File: src/source/noc_wide_pkg.sv
package noc_wide_pkg;

    localparam int WIDE_W = 256;
    localparam int MSG_LEN_W = 8;

    // field widths shared by the wide and narrow headers
    localparam int CHIP_ID_W = 16;
    localparam int XY_W = 12;
    localparam int FBITS_W = 8;
    localparam int MSG_TYPE_W = 8;
    localparam int META_W = 8;

    localparam int ENDPOINT_W = CHIP_ID_W + 2 * XY_W + FBITS_W;
    localparam int HDR_PAD_W = WIDE_W - 2 * ENDPOINT_W - MSG_LEN_W - MSG_TYPE_W - META_W;

    typedef logic [WIDE_W-1:0] wide_flit_t;

    typedef logic [MSG_LEN_W-1:0] msg_len_t; // counts data flits only

    // the top 64 bits line up with the narrow routing header
    typedef struct packed {
        logic [CHIP_ID_W-1:0]   dst_chip_id;
        logic [XY_W-1:0]        dst_x;
        logic [XY_W-1:0]        dst_y;
        logic [FBITS_W-1:0]     dst_fbits;
        msg_len_t               msg_len;
        logic [MSG_TYPE_W-1:0]  msg_type;
        logic [CHIP_ID_W-1:0]   src_chip_id;
        logic [XY_W-1:0]        src_x;
        logic [XY_W-1:0]        src_y;
        logic [FBITS_W-1:0]     src_fbits;
        logic [META_W-1:0]      metadata_flits;
        logic [HDR_PAD_W-1:0]   padding;
    } wide_hdr_t;

endpackage

File: src/source/noc_narrow_pkg.sv
package noc_narrow_pkg;

    localparam int NARROW_W = 64;

    // narrow flits carried by one wide flit
    localparam int FLIT_RATIO = noc_wide_pkg::WIDE_W / NARROW_W;
    localparam int FLIT_SHIFT = $clog2(FLIT_RATIO);

    localparam int MISC_PAD_W = NARROW_W - noc_wide_pkg::ENDPOINT_W - noc_wide_pkg::META_W;

    // first flit of a narrow packet, same layout as the top of the wide header
    typedef struct packed {
        logic [noc_wide_pkg::CHIP_ID_W-1:0]     dst_chip_id;
        logic [noc_wide_pkg::XY_W-1:0]          dst_x;
        logic [noc_wide_pkg::XY_W-1:0]          dst_y;
        logic [noc_wide_pkg::FBITS_W-1:0]       dst_fbits;
        noc_wide_pkg::msg_len_t                 msg_len; // narrow flits after this one
        logic [noc_wide_pkg::MSG_TYPE_W-1:0]    msg_type;
    } narrow_route_hdr_t;

    // second flit, source side of the packet
    typedef struct packed {
        logic [noc_wide_pkg::CHIP_ID_W-1:0]     src_chip_id;
        logic [noc_wide_pkg::XY_W-1:0]          src_x;
        logic [noc_wide_pkg::XY_W-1:0]          src_y;
        logic [noc_wide_pkg::FBITS_W-1:0]       src_fbits;
        logic [noc_wide_pkg::META_W-1:0]        metadata_flits;
        logic [MISC_PAD_W-1:0]                  padding;
    } narrow_misc_hdr_t;

    typedef union packed {
        logic [NARROW_W-1:0]    raw;
        narrow_route_hdr_t      route;
        narrow_misc_hdr_t       misc;
    } narrow_flit_u;

    typedef struct packed {
        logic           val;
        logic           last;
        narrow_flit_u   flit;
    } narrow_stream_t;

endpackage

File: src/source/ctrl_bridge_top.sv
module ctrl_bridge_top (
     input  logic                           clk
    ,input  logic                           rst

    ,input  logic                           wide_val_0
    ,input  noc_wide_pkg::wide_flit_t       wide_flit_0
    ,output logic                           wide_rdy_0

    ,input  logic                           wide_val_1
    ,input  noc_wide_pkg::wide_flit_t       wide_flit_1
    ,output logic                           wide_rdy_1

    ,output logic                           out_val
    ,output noc_narrow_pkg::narrow_flit_u   out_flit
    ,input  logic                           out_rdy
);

    import noc_narrow_pkg::*;

    narrow_stream_t conv_0;
    narrow_stream_t conv_1;
    logic           rdy_0;
    logic           rdy_1;

    noc_data_to_ctrl i_conv_0 (
         .clk           (clk)
        ,.rst           (rst)
        ,.wide_val      (wide_val_0)
        ,.wide_flit     (wide_flit_0)
        ,.wide_rdy      (wide_rdy_0)
        ,.narrow        (conv_0)
        ,.narrow_rdy    (rdy_0)
    );

    noc_data_to_ctrl i_conv_1 (
         .clk           (clk)
        ,.rst           (rst)
        ,.wide_val      (wide_val_1)
        ,.wide_flit     (wide_flit_1)
        ,.wide_rdy      (wide_rdy_1)
        ,.narrow        (conv_1)
        ,.narrow_rdy    (rdy_1)
    );

    ctrl_noc_merge i_merge (
         .clk       (clk)
        ,.rst       (rst)
        ,.in0       (conv_0)
        ,.rdy0      (rdy_0)
        ,.in1       (conv_1)
        ,.rdy1      (rdy_1)
        ,.out_val   (out_val)
        ,.out_flit  (out_flit)
        ,.out_rdy   (out_rdy)
    );

endmodule

File: src/source/ctrl_noc_merge.sv
module ctrl_noc_merge (
     input  logic                           clk
    ,input  logic                           rst

    ,input  noc_narrow_pkg::narrow_stream_t in0
    ,output logic                           rdy0
    ,input  noc_narrow_pkg::narrow_stream_t in1
    ,output logic                           rdy1

    ,output logic                           out_val
    ,output noc_narrow_pkg::narrow_flit_u   out_flit
    ,input  logic                           out_rdy
);

    import noc_wide_pkg::*;
    import noc_narrow_pkg::*;

    logic           locked;
    logic           gnt;
    logic           prio;
    logic           prio_val;
    logic           sel;
    narrow_stream_t sel_in;
    logic           fire;

    logic           in_pkt; // route header of the current packet already sent
    msg_len_t       flits_left;

    assign prio_val = prio ? in1.val : in0.val;
    assign sel = locked ? gnt : (prio_val ? prio : ~prio);
    assign sel_in = sel ? in1 : in0;

    assign out_val = sel_in.val;
    assign out_flit = sel_in.flit;
    assign fire = out_val & out_rdy;

    assign rdy0 = out_rdy & sel_in.val & ~sel;
    assign rdy1 = out_rdy & sel_in.val & sel;

    always_ff @(posedge clk) begin
        if (rst) begin
            locked <= 1'b0;
            gnt <= 1'b0;
            prio <= 1'b0;
        end
        else if (fire && sel_in.last) begin
            locked <= 1'b0;
            prio <= ~sel; // other port goes first next time
        end
        else if (out_val) begin
            // hold the choice once offered, even if stalled
            locked <= 1'b1;
            gnt <= sel;
        end
    end

    always_ff @(posedge clk) begin
        if (rst) begin
            in_pkt <= 1'b0;
            flits_left <= '0;
        end
        else if (fire) begin
            in_pkt <= ~sel_in.last;
            if (!in_pkt) begin
                flits_left <= sel_in.flit.route.msg_len;
            end
            else begin
                flits_left <= flits_left - 1'b1;
            end
        end
    end

    a_one_rdy: assert property (@(posedge clk) disable iff (rst)
        !(rdy0 && rdy1));

    a_out_hold: assert property (@(posedge clk) disable iff (rst)
        out_val && !out_rdy |=> out_val && $stable(out_flit));

    // last marking from the converter agrees with its rewritten length
    a_len_match: assert property (@(posedge clk) disable iff (rst)
        fire |-> sel_in.last == (in_pkt && flits_left == msg_len_t'(1)));

endmodule

File: src/source/noc_data_to_ctrl.sv
module noc_data_to_ctrl (
     input  logic                           clk
    ,input  logic                           rst

    ,input  logic                           wide_val
    ,input  noc_wide_pkg::wide_flit_t       wide_flit
    ,output logic                           wide_rdy

    ,output noc_narrow_pkg::narrow_stream_t narrow
    ,input  logic                           narrow_rdy
);

    import noc_wide_pkg::*;
    import noc_narrow_pkg::*;

    typedef enum logic [1:0] {
        IDLE        = 2'd0,
        MISC_HDR    = 2'd1,
        PASS_DATA   = 2'd2,
        DRAIN       = 2'd3
    } state_e;

    typedef enum logic [1:0] {
        SEL_ROUTE,
        SEL_MISC,
        SEL_DATA
    } flit_sel_e;

    state_e         state;
    state_e         state_next;
    flit_sel_e      mux_sel;

    wide_hdr_t      live_hdr;
    wide_hdr_t      hdr_reg;
    msg_len_t       count;
    logic           store_hdr;
    logic           decr_count;

    narrow_flit_u   route_flit;
    narrow_flit_u   misc_flit;
    logic           narrow_val;

    logic           wtn_in_val;
    logic           wtn_in_last;
    logic           wtn_in_rdy;
    narrow_stream_t wtn_out;
    logic           wtn_out_rdy;

    assign live_hdr = wide_hdr_t'(wide_flit);

    always_ff @(posedge clk) begin
        if (rst) begin
            state <= IDLE;
            count <= '0;
        end
        else begin
            state <= state_next;
            if (store_hdr) begin
                count <= live_hdr.msg_len;
            end
            else if (decr_count) begin
                count <= count - 1'b1;
            end
        end
    end

    always_ff @(posedge clk) begin
        if (store_hdr) begin
            hdr_reg <= live_hdr;
        end
    end

    always_comb begin
        state_next = state;
        mux_sel = SEL_ROUTE;
        narrow_val = 1'b0;
        wide_rdy = 1'b0;
        wtn_in_val = 1'b0;
        wtn_in_last = 1'b0;
        wtn_out_rdy = 1'b0;
        store_hdr = 1'b0;
        decr_count = 1'b0;
        case (state)
            IDLE: begin
                // route flit goes out in the same cycle as the wide header
                narrow_val = wide_val;
                wide_rdy = narrow_rdy;
                if (wide_val && narrow_rdy) begin
                    store_hdr = 1'b1;
                    state_next = MISC_HDR;
                end
            end
            MISC_HDR: begin
                mux_sel = SEL_MISC;
                narrow_val = 1'b1;
                if (narrow_rdy) begin
                    state_next = (count == '0) ? IDLE : PASS_DATA;
                end
            end
            PASS_DATA: begin
                mux_sel = SEL_DATA;
                narrow_val = wtn_out.val;
                wtn_out_rdy = narrow_rdy;
                wtn_in_val = wide_val;
                wtn_in_last = (count == msg_len_t'(1));
                wide_rdy = wtn_in_rdy;
                if (wide_val && wtn_in_rdy) begin
                    decr_count = 1'b1;
                    if (wtn_in_last) begin
                        state_next = DRAIN;
                    end
                end
            end
            default: begin // DRAIN
                mux_sel = SEL_DATA;
                narrow_val = wtn_out.val;
                wtn_out_rdy = narrow_rdy;
                if (wtn_out.val && narrow_rdy && wtn_out.last) begin
                    state_next = IDLE;
                end
            end
        endcase
    end

    wide_to_narrow i_wide_to_narrow (
         .clk       (clk)
        ,.rst       (rst)
        ,.in_val    (wtn_in_val)
        ,.in_flit   (wide_flit)
        ,.in_last   (wtn_in_last)
        ,.in_rdy    (wtn_in_rdy)
        ,.out       (wtn_out)
        ,.out_rdy   (wtn_out_rdy)
    );

    always_comb begin
        route_flit.raw = wide_flit[WIDE_W-1 -: NARROW_W];
        // extra one accounts for the misc header flit
        route_flit.route.msg_len = msg_len_t'((live_hdr.msg_len << FLIT_SHIFT) + 1'b1);
    end

    always_comb begin
        misc_flit.raw = '0;
        misc_flit.misc.src_chip_id = hdr_reg.src_chip_id;
        misc_flit.misc.src_x = hdr_reg.src_x;
        misc_flit.misc.src_y = hdr_reg.src_y;
        misc_flit.misc.src_fbits = hdr_reg.src_fbits;
        misc_flit.misc.metadata_flits = hdr_reg.metadata_flits << FLIT_SHIFT;
    end

    always_comb begin
        narrow.val = narrow_val;
        case (mux_sel)
            SEL_ROUTE: begin
                narrow.last = 1'b0;
                narrow.flit = route_flit;
            end
            SEL_MISC: begin
                narrow.last = (count == '0); // header-only packet ends here
                narrow.flit = misc_flit;
            end
            default: begin
                narrow.last = wtn_out.last;
                narrow.flit = wtn_out.flit;
            end
        endcase
    end

    // data pass only happens with wide flits still owed
    a_count_live: assert property (@(posedge clk) disable iff (rst)
        state == PASS_DATA |-> count != '0);

endmodule

File: src/source/wide_to_narrow.sv
module wide_to_narrow (
     input  logic                           clk
    ,input  logic                           rst

    ,input  logic                           in_val
    ,input  noc_wide_pkg::wide_flit_t       in_flit
    ,input  logic                           in_last
    ,output logic                           in_rdy

    ,output noc_narrow_pkg::narrow_stream_t out
    ,input  logic                           out_rdy
);

    import noc_wide_pkg::*;
    import noc_narrow_pkg::*;

    wide_flit_t             buf_flit;
    logic                   buf_full;
    logic                   buf_last;
    logic [FLIT_SHIFT-1:0]  slice_idx;

    logic                   last_slice;
    logic                   in_fire;
    logic                   out_fire;

    assign last_slice = (slice_idx == FLIT_SHIFT'(FLIT_RATIO - 1));
    assign out_fire = buf_full & out_rdy;
    assign in_fire = in_val & in_rdy;

    // refill in the same cycle the final slice leaves
    assign in_rdy = ~buf_full | (out_fire & last_slice);

    always_ff @(posedge clk) begin
        if (rst) begin
            buf_full <= 1'b0;
            buf_last <= 1'b0;
            slice_idx <= '0;
        end
        else begin
            if (in_fire) begin
                buf_full <= 1'b1;
                buf_last <= in_last;
                slice_idx <= '0;
            end
            else if (out_fire) begin
                if (last_slice) begin
                    buf_full <= 1'b0;
                end
                slice_idx <= slice_idx + 1'b1;
            end
        end
    end

    // shift the next slice up to the top after each narrow transfer
    always_ff @(posedge clk) begin
        if (in_fire) begin
            buf_flit <= in_flit;
        end
        else if (out_fire) begin
            buf_flit <= buf_flit << NARROW_W;
        end
    end

    always_comb begin
        out.val = buf_full;
        out.last = buf_last & last_slice; // last only on the final slice of the packet
        out.flit.raw = buf_flit[WIDE_W-1 -: NARROW_W];
    end

    // the upstream source must hold a stalled flit
    a_in_hold: assert property (@(posedge clk) disable iff (rst)
        in_val && !in_rdy |=> in_val && $stable(in_flit));

endmodule

File: config.mk
export PLATFORM = sky130hd
export DESIGN_NAME = ctrl_bridge_top
export DESIGN_NICKNAME = d
export VERILOG_FILES = /design/src/source/noc_wide_pkg.sv /design/src/source/noc_narrow_pkg.sv /design/src/source/ctrl_bridge_top.sv /design/src/source/ctrl_noc_merge.sv /design/src/source/noc_data_to_ctrl.sv /design/src/source/wide_to_narrow.sv
export SDC_FILE = /design/constraint.sdc
export NUM_CORES = 1
export LEC_CHECK = 0
export ABC_AREA = 1
export BUFFER_PORTS_ARGS = -buffer_cell sky130_fd_sc_hd__buf_2
export CORE_UTILIZATION = 55
export DETAILED_ROUTE_END_ITERATION = 10
export PLACE_DENSITY = 0.88
export REMOVE_ABC_BUFFERS = 1
export SKIP_CTS_REPAIR_TIMING = 1
export SYNTH_ARGS = -nofsm -noshare
export SYNTH_HDL_FRONTEND = slang
export SYNTH_SLANG_ARGS = --single-unit
File: constraint.sdc
create_clock -name clk -period 8.9 [get_ports clk]
set_clock_uncertainty 0.05 [all_clocks]
set_input_delay 0.89 -clock clk [delete_from_list [all_inputs] [get_ports clk]]
set_output_delay 0.89 -clock clk [all_outputs]
set_load 0.05 [all_outputs]
==> results of run 1 <==
-- kinds of logic after synthesis --
group	synth area share (%)
and+or+nand+nor	19.0
DFF	66.3
buffers and inverters	6.58
AOI/OAI and AO/OA	7.48
xor gates and xnor gates	0.422
adders and majority gates	0.259
muxes	0.0345
-- layout make-up --
| cell class | count | area (µm²) |
|---|---|---|
| Sequential cell | 651 | 19200 |
| Fill cell | 3709 | 17300 |
| Multi-Input combinational cell | 1814 | 7950 |
| Timing Repair Buffer | 602 | 3100 |
| Clock buffer | 94 | 1850 |
| Inverter | 287 | 1090 |
| Tap cell | 680 | 851 |
| Clock inverter | 29 | 201 |
| Antenna cell | 37 | 92.6 |
-- how the worst max path moves through the flow --
stage                                 start  slack [ps]                                     end  cells past startpoint
after floorplan           i_conv_1.state[1]       -5360   i_conv_0.i_wide_to_narrow.buf_flit[0]                     11
after global placement           wide_val_1        4040  i_conv_0.i_wide_to_narrow.buf_flit[72]                     16
after detailed placement         wide_val_1        3920  i_conv_0.i_wide_to_narrow.buf_flit[90]                     16
after CTS                 i_conv_0.state[1]        3910                            out_flit[46]                     10
after global routing      i_conv_0.state[1]        3590                            out_flit[37]                     10
final                     i_conv_0.state[1]        3860                            out_flit[53]                     10
-- power breakdown --
part / switching, mW / leakage, nW / internal, mW
registers: 0.188 / 5.93 / 4.13
logic: 3.41 / 8.11 / 1.01
clock network: 1.19 / 1.01 / 1.49
total: 4.79 / 15.0 / 6.64
-- synth_stat cells, types with 4 or more instances --
cell | instances | share of area [%]
inv_2 | 5 | 0.065
o21ai_1 | 74 | 1.3
a22oi_1 | 8 | 0.21
a21oi_1 | 27 | 0.47
dfxtp_1 | 31 | 2.1
buf_4 | 11 | 0.28
o211ai_1 | 54 | 1.4
buf_12 | 4 | 0.28
nand3_1 | 39 | 0.67
nand3_2 | 4 | 0.14
clkbuf_1 | 61 | 0.79
ha_1 | 6 | 0.26
edfxtp_1 | 620 | 64
xnor2_1 | 4 | 0.12
buf_2 | 75 | 1.3
nand2_1 | 1171 | 15
xor2_1 | 10 | 0.30
nand2_2 | 7 | 0.15
nor2_1 | 204 | 2.6
inv_1 | 280 | 3.6
o21ai_0 | 134 | 2.3
a221oi_1 | 54 | 1.6
-- stage by stage --
step	total power, mW	util, %	instances	worst slack (ps)
final	11.4	66.5	4194	3860
after global routing	11.9	66.4	4181	3590
after CTS	11.4	66.3	4157	3910
after detailed placement	8.74	62.3	4034	3920
after global placement	8.63	62.3	4034	4040
after floorplan	7.41	-	2752	-5360
-- worst max-delay path, delay by kind of cell, from the launching register on --
family	cells	cell delay, ps
DFF	1	710
and+or+nand+nor	4	940
AOI/OAI and AO/OA	2	230
buffers and inverters	4	1550
-- routing by layer --
| metal | GRT usage (%) | share of wire [%] |
|---|---|---|
| met1 | 36.4 | 34 |
| met2 | 51.9 | 48 |
| met3 | 7.74 | 11 |
| met4 | 23.7 | 7.6 |
| met5 | 0 | 0.14 |
==> metrics.cfg, run 1 <==
[timing]
total_count_of_hold_check_failures_in_the_final_report=0
fin_tns_setup_ps=0
fin_worst_hold_slack_ps=421
unrepaired_setup_endpoints_after_global_routing=false
report.final.setup_viol=0
fmax_mhz=198
relSlewSlack_pct=24.7
timing.final.max_slew_violations=0
timing_worst_slew_pin_value_ps=1130
min_period_over_period_pct=56.7
timing.final.crit_period_ps=5040

[logic_synthesis]
synth-edff-count=620
postSynthAreaPerCell_um2=9.98
syn_area_um2=29000
ys_ff_latch=651
yosys_most_used_dff=edfxtp_1
syn-instance-count=2910
ys_async_sr_fraction_pct=0
synth_seq_area_share_pct=66.3
synth_warnings=0
netlist-cell-type-count=41

[routing]
detailroute.via_count=23304
dr.first_iter.drc_count=2466
post_route_drc=0
drt_pre_antenna_iters=6
avgViaCountPerCell=5.56
routed_wl_um=87100
drtAntennaViolNets=0
wire_per_inst_um=20.8

[pwr]
power_density_nw_per_um2=332
power_leakage_nw=15.0
maximum_ir_drop_on_the_vdd_rail_v=0.000306

[cts]
clockBufferDepth=3
cts.sink_count=651
tritoncts=done
clkTransAtPathRegs_ps=60
cts-buffers-inserted=68
cts_root_buf=clkbuf_16
insertion_delay_ps=590
cts.htree.levels=3

[worst_hold_path]
hold_end=i_conv_0.hdr_reg[177]
holdPathStages=1
timing.hold.worst.start=wide_flit_0[177]
hold_wc_path_type=in -> reg

[grt]
grt-ovfl-total=0
grt_first_pass_wirelength_um=126000
grt_use_total_pct=31.8
grt_start_max_net_pins=231
antenna_found_initial=40
grt_pass1_vias=22347

[floorplan]
floorplan.die.height_um=232
die_x_um=232
core-area_um2=51700
floorplan.rows=83
floorplan.initialDensity_pct=56.1
io_pins=584
die_area_um2=53700

[worst_setup_path]
worstReg2RegEnd=i_conv_0.i_wide_to_narrow.buf_flit[132]
worstRegToRegCells=14
path_common_cell=nand2_1
cp_data_required_time_ps=7960
timing.rr.start=i_conv_0.state[1]
worstPathMaxFanout=87
worstPathCellList=inv_2 -> o21ai_2 -> nand3_1 -> nand3_2 -> nand2_1 -> inv_4 -> buf_4 -> nand2_1 -> o21ai_0 -> buf_2
endpoint_kind=output port
worst_setup_path_start_kind=register
critical-path-max-stage-delay_ps=780
reg2reg_setup_slack_ps=3990
timing_worst_setup_path_type=reg -> out
cp_slowest_cell=buf_4
crit_path_dat_ps=4100

[layout]
biggestRegsByFlops=i_conv_0.i_wide_to_narrow.buf_flit x256, i_conv_1.i_wide_to_narrow.buf_flit x256
layout.cells.most_common_list=nand2_1, edfxtp_1, buf_2, inv_1, nor2_1
nets=3947
final_cell_area_um2=34400
syn2layout_area_growth_pct=18.4
final_common_cell=nand2_1
post_route_cells_drive_above_1_share_pct=20.8

[placement]
portBuffers=583
gpl.final_weighted_congestion=0.949
hpwlAfterDp_um=57100
cell_area_reported_after_detailed_placement_um2=32200

[job]
max-cap-violations=0

[status]
status=complete, no violations

No activity file was read; power rests on OpenSTA's default activity.
==> inputs of run 2 (changes only) <==
CORE_UTILIZATION = 50   (was 55)
PLACE_DENSITY = 0.85   (was 0.88)
clock period = 4.45 ns   (was 8.9 ns; I/O delays follow)
==> run 2 against run 1 <==
Against the previous run:
- first-iteration DRC count grew 2.5%
- combinational power grew 110%
- sequential power is 100% higher
- core utilization down 3.0 points
- worst setup slack got worse by 3700 ps
- global-route usage fell by 3.2 points
- clock power increased by 120%
- final area up 5.1%
==> metrics.cfg, run 2 (synthesis gave the netlist of run 1 again) <==
[pwr]
power_leakage_nw=15.8  ; was 15.0 nW
power_density_nw_per_um2=655  ; was 332 nW/µm²
maximum_ir_drop_on_the_vdd_rail_v=0.000690  ; was 0.000306 V

[timing]
timing_worst_slew_pin_value_ps=1160  ; was 1130 ps
timing.final.max_slew_violations=0  ; unchanged
relSlewSlack_pct=22.3  ; was 24.7%
min_period_over_period_pct=95.5
report.final.setup_viol=0  ; unchanged
fin_worst_hold_slack_ps=37.4  ; was 421 ps
timing.final.crit_period_ps=4250
fin_tns_setup_ps=0  ; unchanged
total_count_of_hold_check_failures_in_the_final_report=0  ; unchanged
fmax_mhz=235
unrepaired_setup_endpoints_after_global_routing=false  ; unchanged

[worst_setup_path]
cp_data_required_time_ps=3950  ; was 7960 ps
worstPathCellList=buf_4 -> nor2_2 -> clkinv_2 -> buf_4 -> nor2_1 -> a221oi_1 -> o21ai_0 -> buf_2  ; was inv_2 -> o21ai_2 -> nand3_1 -> nand3_2 -> nand2_1 -> inv_4 -> buf_4 -> nand2_1 -> o21ai_0 -> buf_2
cp_slowest_cell=clkinv_2  ; was buf_4
path_common_cell=buf_4  ; was nand2_1
worstPathMaxFanout=41  ; was 87
critical-path-max-stage-delay_ps=720  ; was 780 ps
critPathLaunch=i_conv_0.state[1]  ; unchanged
endpoint_kind=output port  ; unchanged
timing_worst_setup_path_type=reg -> out  ; unchanged
worst_setup_path_start_kind=register  ; unchanged
timing.rr.start=i_conv_1.state[1]  ; was i_conv_0.state[1]
crit_path_dat_ps=3750  ; was 4100 ps

[routing]
drtAntennaViolNets=0  ; unchanged
wire_per_inst_um=20.5  ; was 20.8 µm
post_route_drc=0  ; unchanged
avgViaCountPerCell=5.44  ; was 5.56
routed_wl_um=90500  ; was 87100 µm
dr.first_iter.drc_count=2528  ; was 2466
detailroute.via_count=23961  ; was 23304
drt_pre_antenna_iters=8  ; was 6

[layout]
post_route_cells_drive_above_1_share_pct=21.1  ; was 20.8%
syn2layout_area_growth_pct=24.5  ; was 18.4%
final_common_cell=nand2_1  ; unchanged
post_layout_utilization_of_the_core_pct=63.5  ; was 66.5%
biggestRegsByFlops=i_conv_0.i_wide_to_narrow.buf_flit x256, i_conv_1.i_wide_to_narrow.buf_flit x256  ; unchanged
nets=4087  ; was 3947
layout.cells.most_common_list=nand2_1, edfxtp_1, buf_2, inv_1, nor2_1  ; unchanged

[floorplan]
io_pins=584  ; unchanged
floorplan.rows=87  ; was 83
core-area_um2=56900  ; was 51700 µm²
floorplan.initialDensity_pct=51.0  ; was 56.1%
floorplan.die.height_um=243  ; was 232 µm
die_x_um=243  ; was 232 µm
die_area_um2=59000  ; was 53700 µm²

[grt]
grt_first_pass_wirelength_um=127000  ; was 126000 µm
grt_start_max_net_pins=209  ; was 231
grt_use_total_pct=28.7  ; was 31.8%
grt_pass1_vias=22412  ; was 22347
antenna_found_initial=32  ; was 40
grt-ovfl-total=0  ; unchanged

[cts]
cts-buffers-inserted=70  ; was 68
tritoncts=done  ; unchanged
clockBufferDepth=3  ; unchanged
clkTransAtPathRegs_ps=60  ; about the same
cts.sink_count=651  ; unchanged
insertion_delay_ps=620  ; was 590 ps
cts.htree.levels=3  ; unchanged
cts_root_buf=clkbuf_16  ; unchanged

[job]
max-cap-violations=0  ; unchanged

[status]
status=complete, no violations  ; unchanged

[worst_hold_path]
hold_wc_path_type=in -> reg  ; unchanged
timing.hold.worst.start=wide_flit_1[111]  ; was wide_flit_0[177]

[placement]
hpwlAfterDp_um=58600  ; was 57100 µm
gpl.final_weighted_congestion=0.906  ; was 0.949
portBuffers=583  ; unchanged

-- run 2: through the flow --
stage                     instance area (µm²)  worst slack (ps)  total power [mW]  std cells
after floorplan                         28200             -9810              14.8       2752
after global placement                  32700               778              17.6       4141
after detailed placement                32700               721              17.8       4141
after CTS                               35000              56.5              23.6       4267
after global routing                    36100              53.9              24.7       4393
final                                   36100               201              23.7       4404
-- run 2: worst max-delay path, delay by kind of cell (launching register included) --
family / cells / cell delay (ps)
compound gates: 2 / 490
simple gates: 2 / 380
flops: 1 / 380
buf+inv: 4 / 1840
-- run 2: power by group --
part	switching (mW)	internal, mW	total (mW)
Clock	2.51	3.27	5.77
Combinational	6.97	2.31	9.29
Sequential	0.376	8.24	8.62
Total	9.85	13.8	23.7
-- run 2: area by class of cell --
cell class,instances,area [µm²]
Tap cell,756,946
Clock inverter,40,442
Fill cell,4153,20800
Clock buffer,86,1820
Multi-Input combinational cell,1814,7950
Inverter,287,1090
Timing Repair Buffer,740,4580
Antenna cell,30,75.1
Sequential cell,651,19200
-- run 2: worst paths after layout --
path	end	slack, ps	cells after the start
worst max-delay path	out_flit[40]	200	8
worst min-delay path	i_conv_1.i_wide_to_narrow.buf_flit[111]	40	3
worst max register to register	i_conv_1.i_wide_to_narrow.buf_flit[115]	530	13
worst min register to register	i_conv_1.i_wide_to_narrow.slice_idx[1]	420	2
-- run 2: metal layers --
metal | GRT usage, % | part of all wire (%) | wire length [µm]
met1 | 34.3 | 35 | 31600
met2 | 47.8 | 49 | 44800
met3 | 7.04 | 10 | 9070
met4 | 15.2 | 5.5 | 5010
met5 | 0 | 0.088 | 80
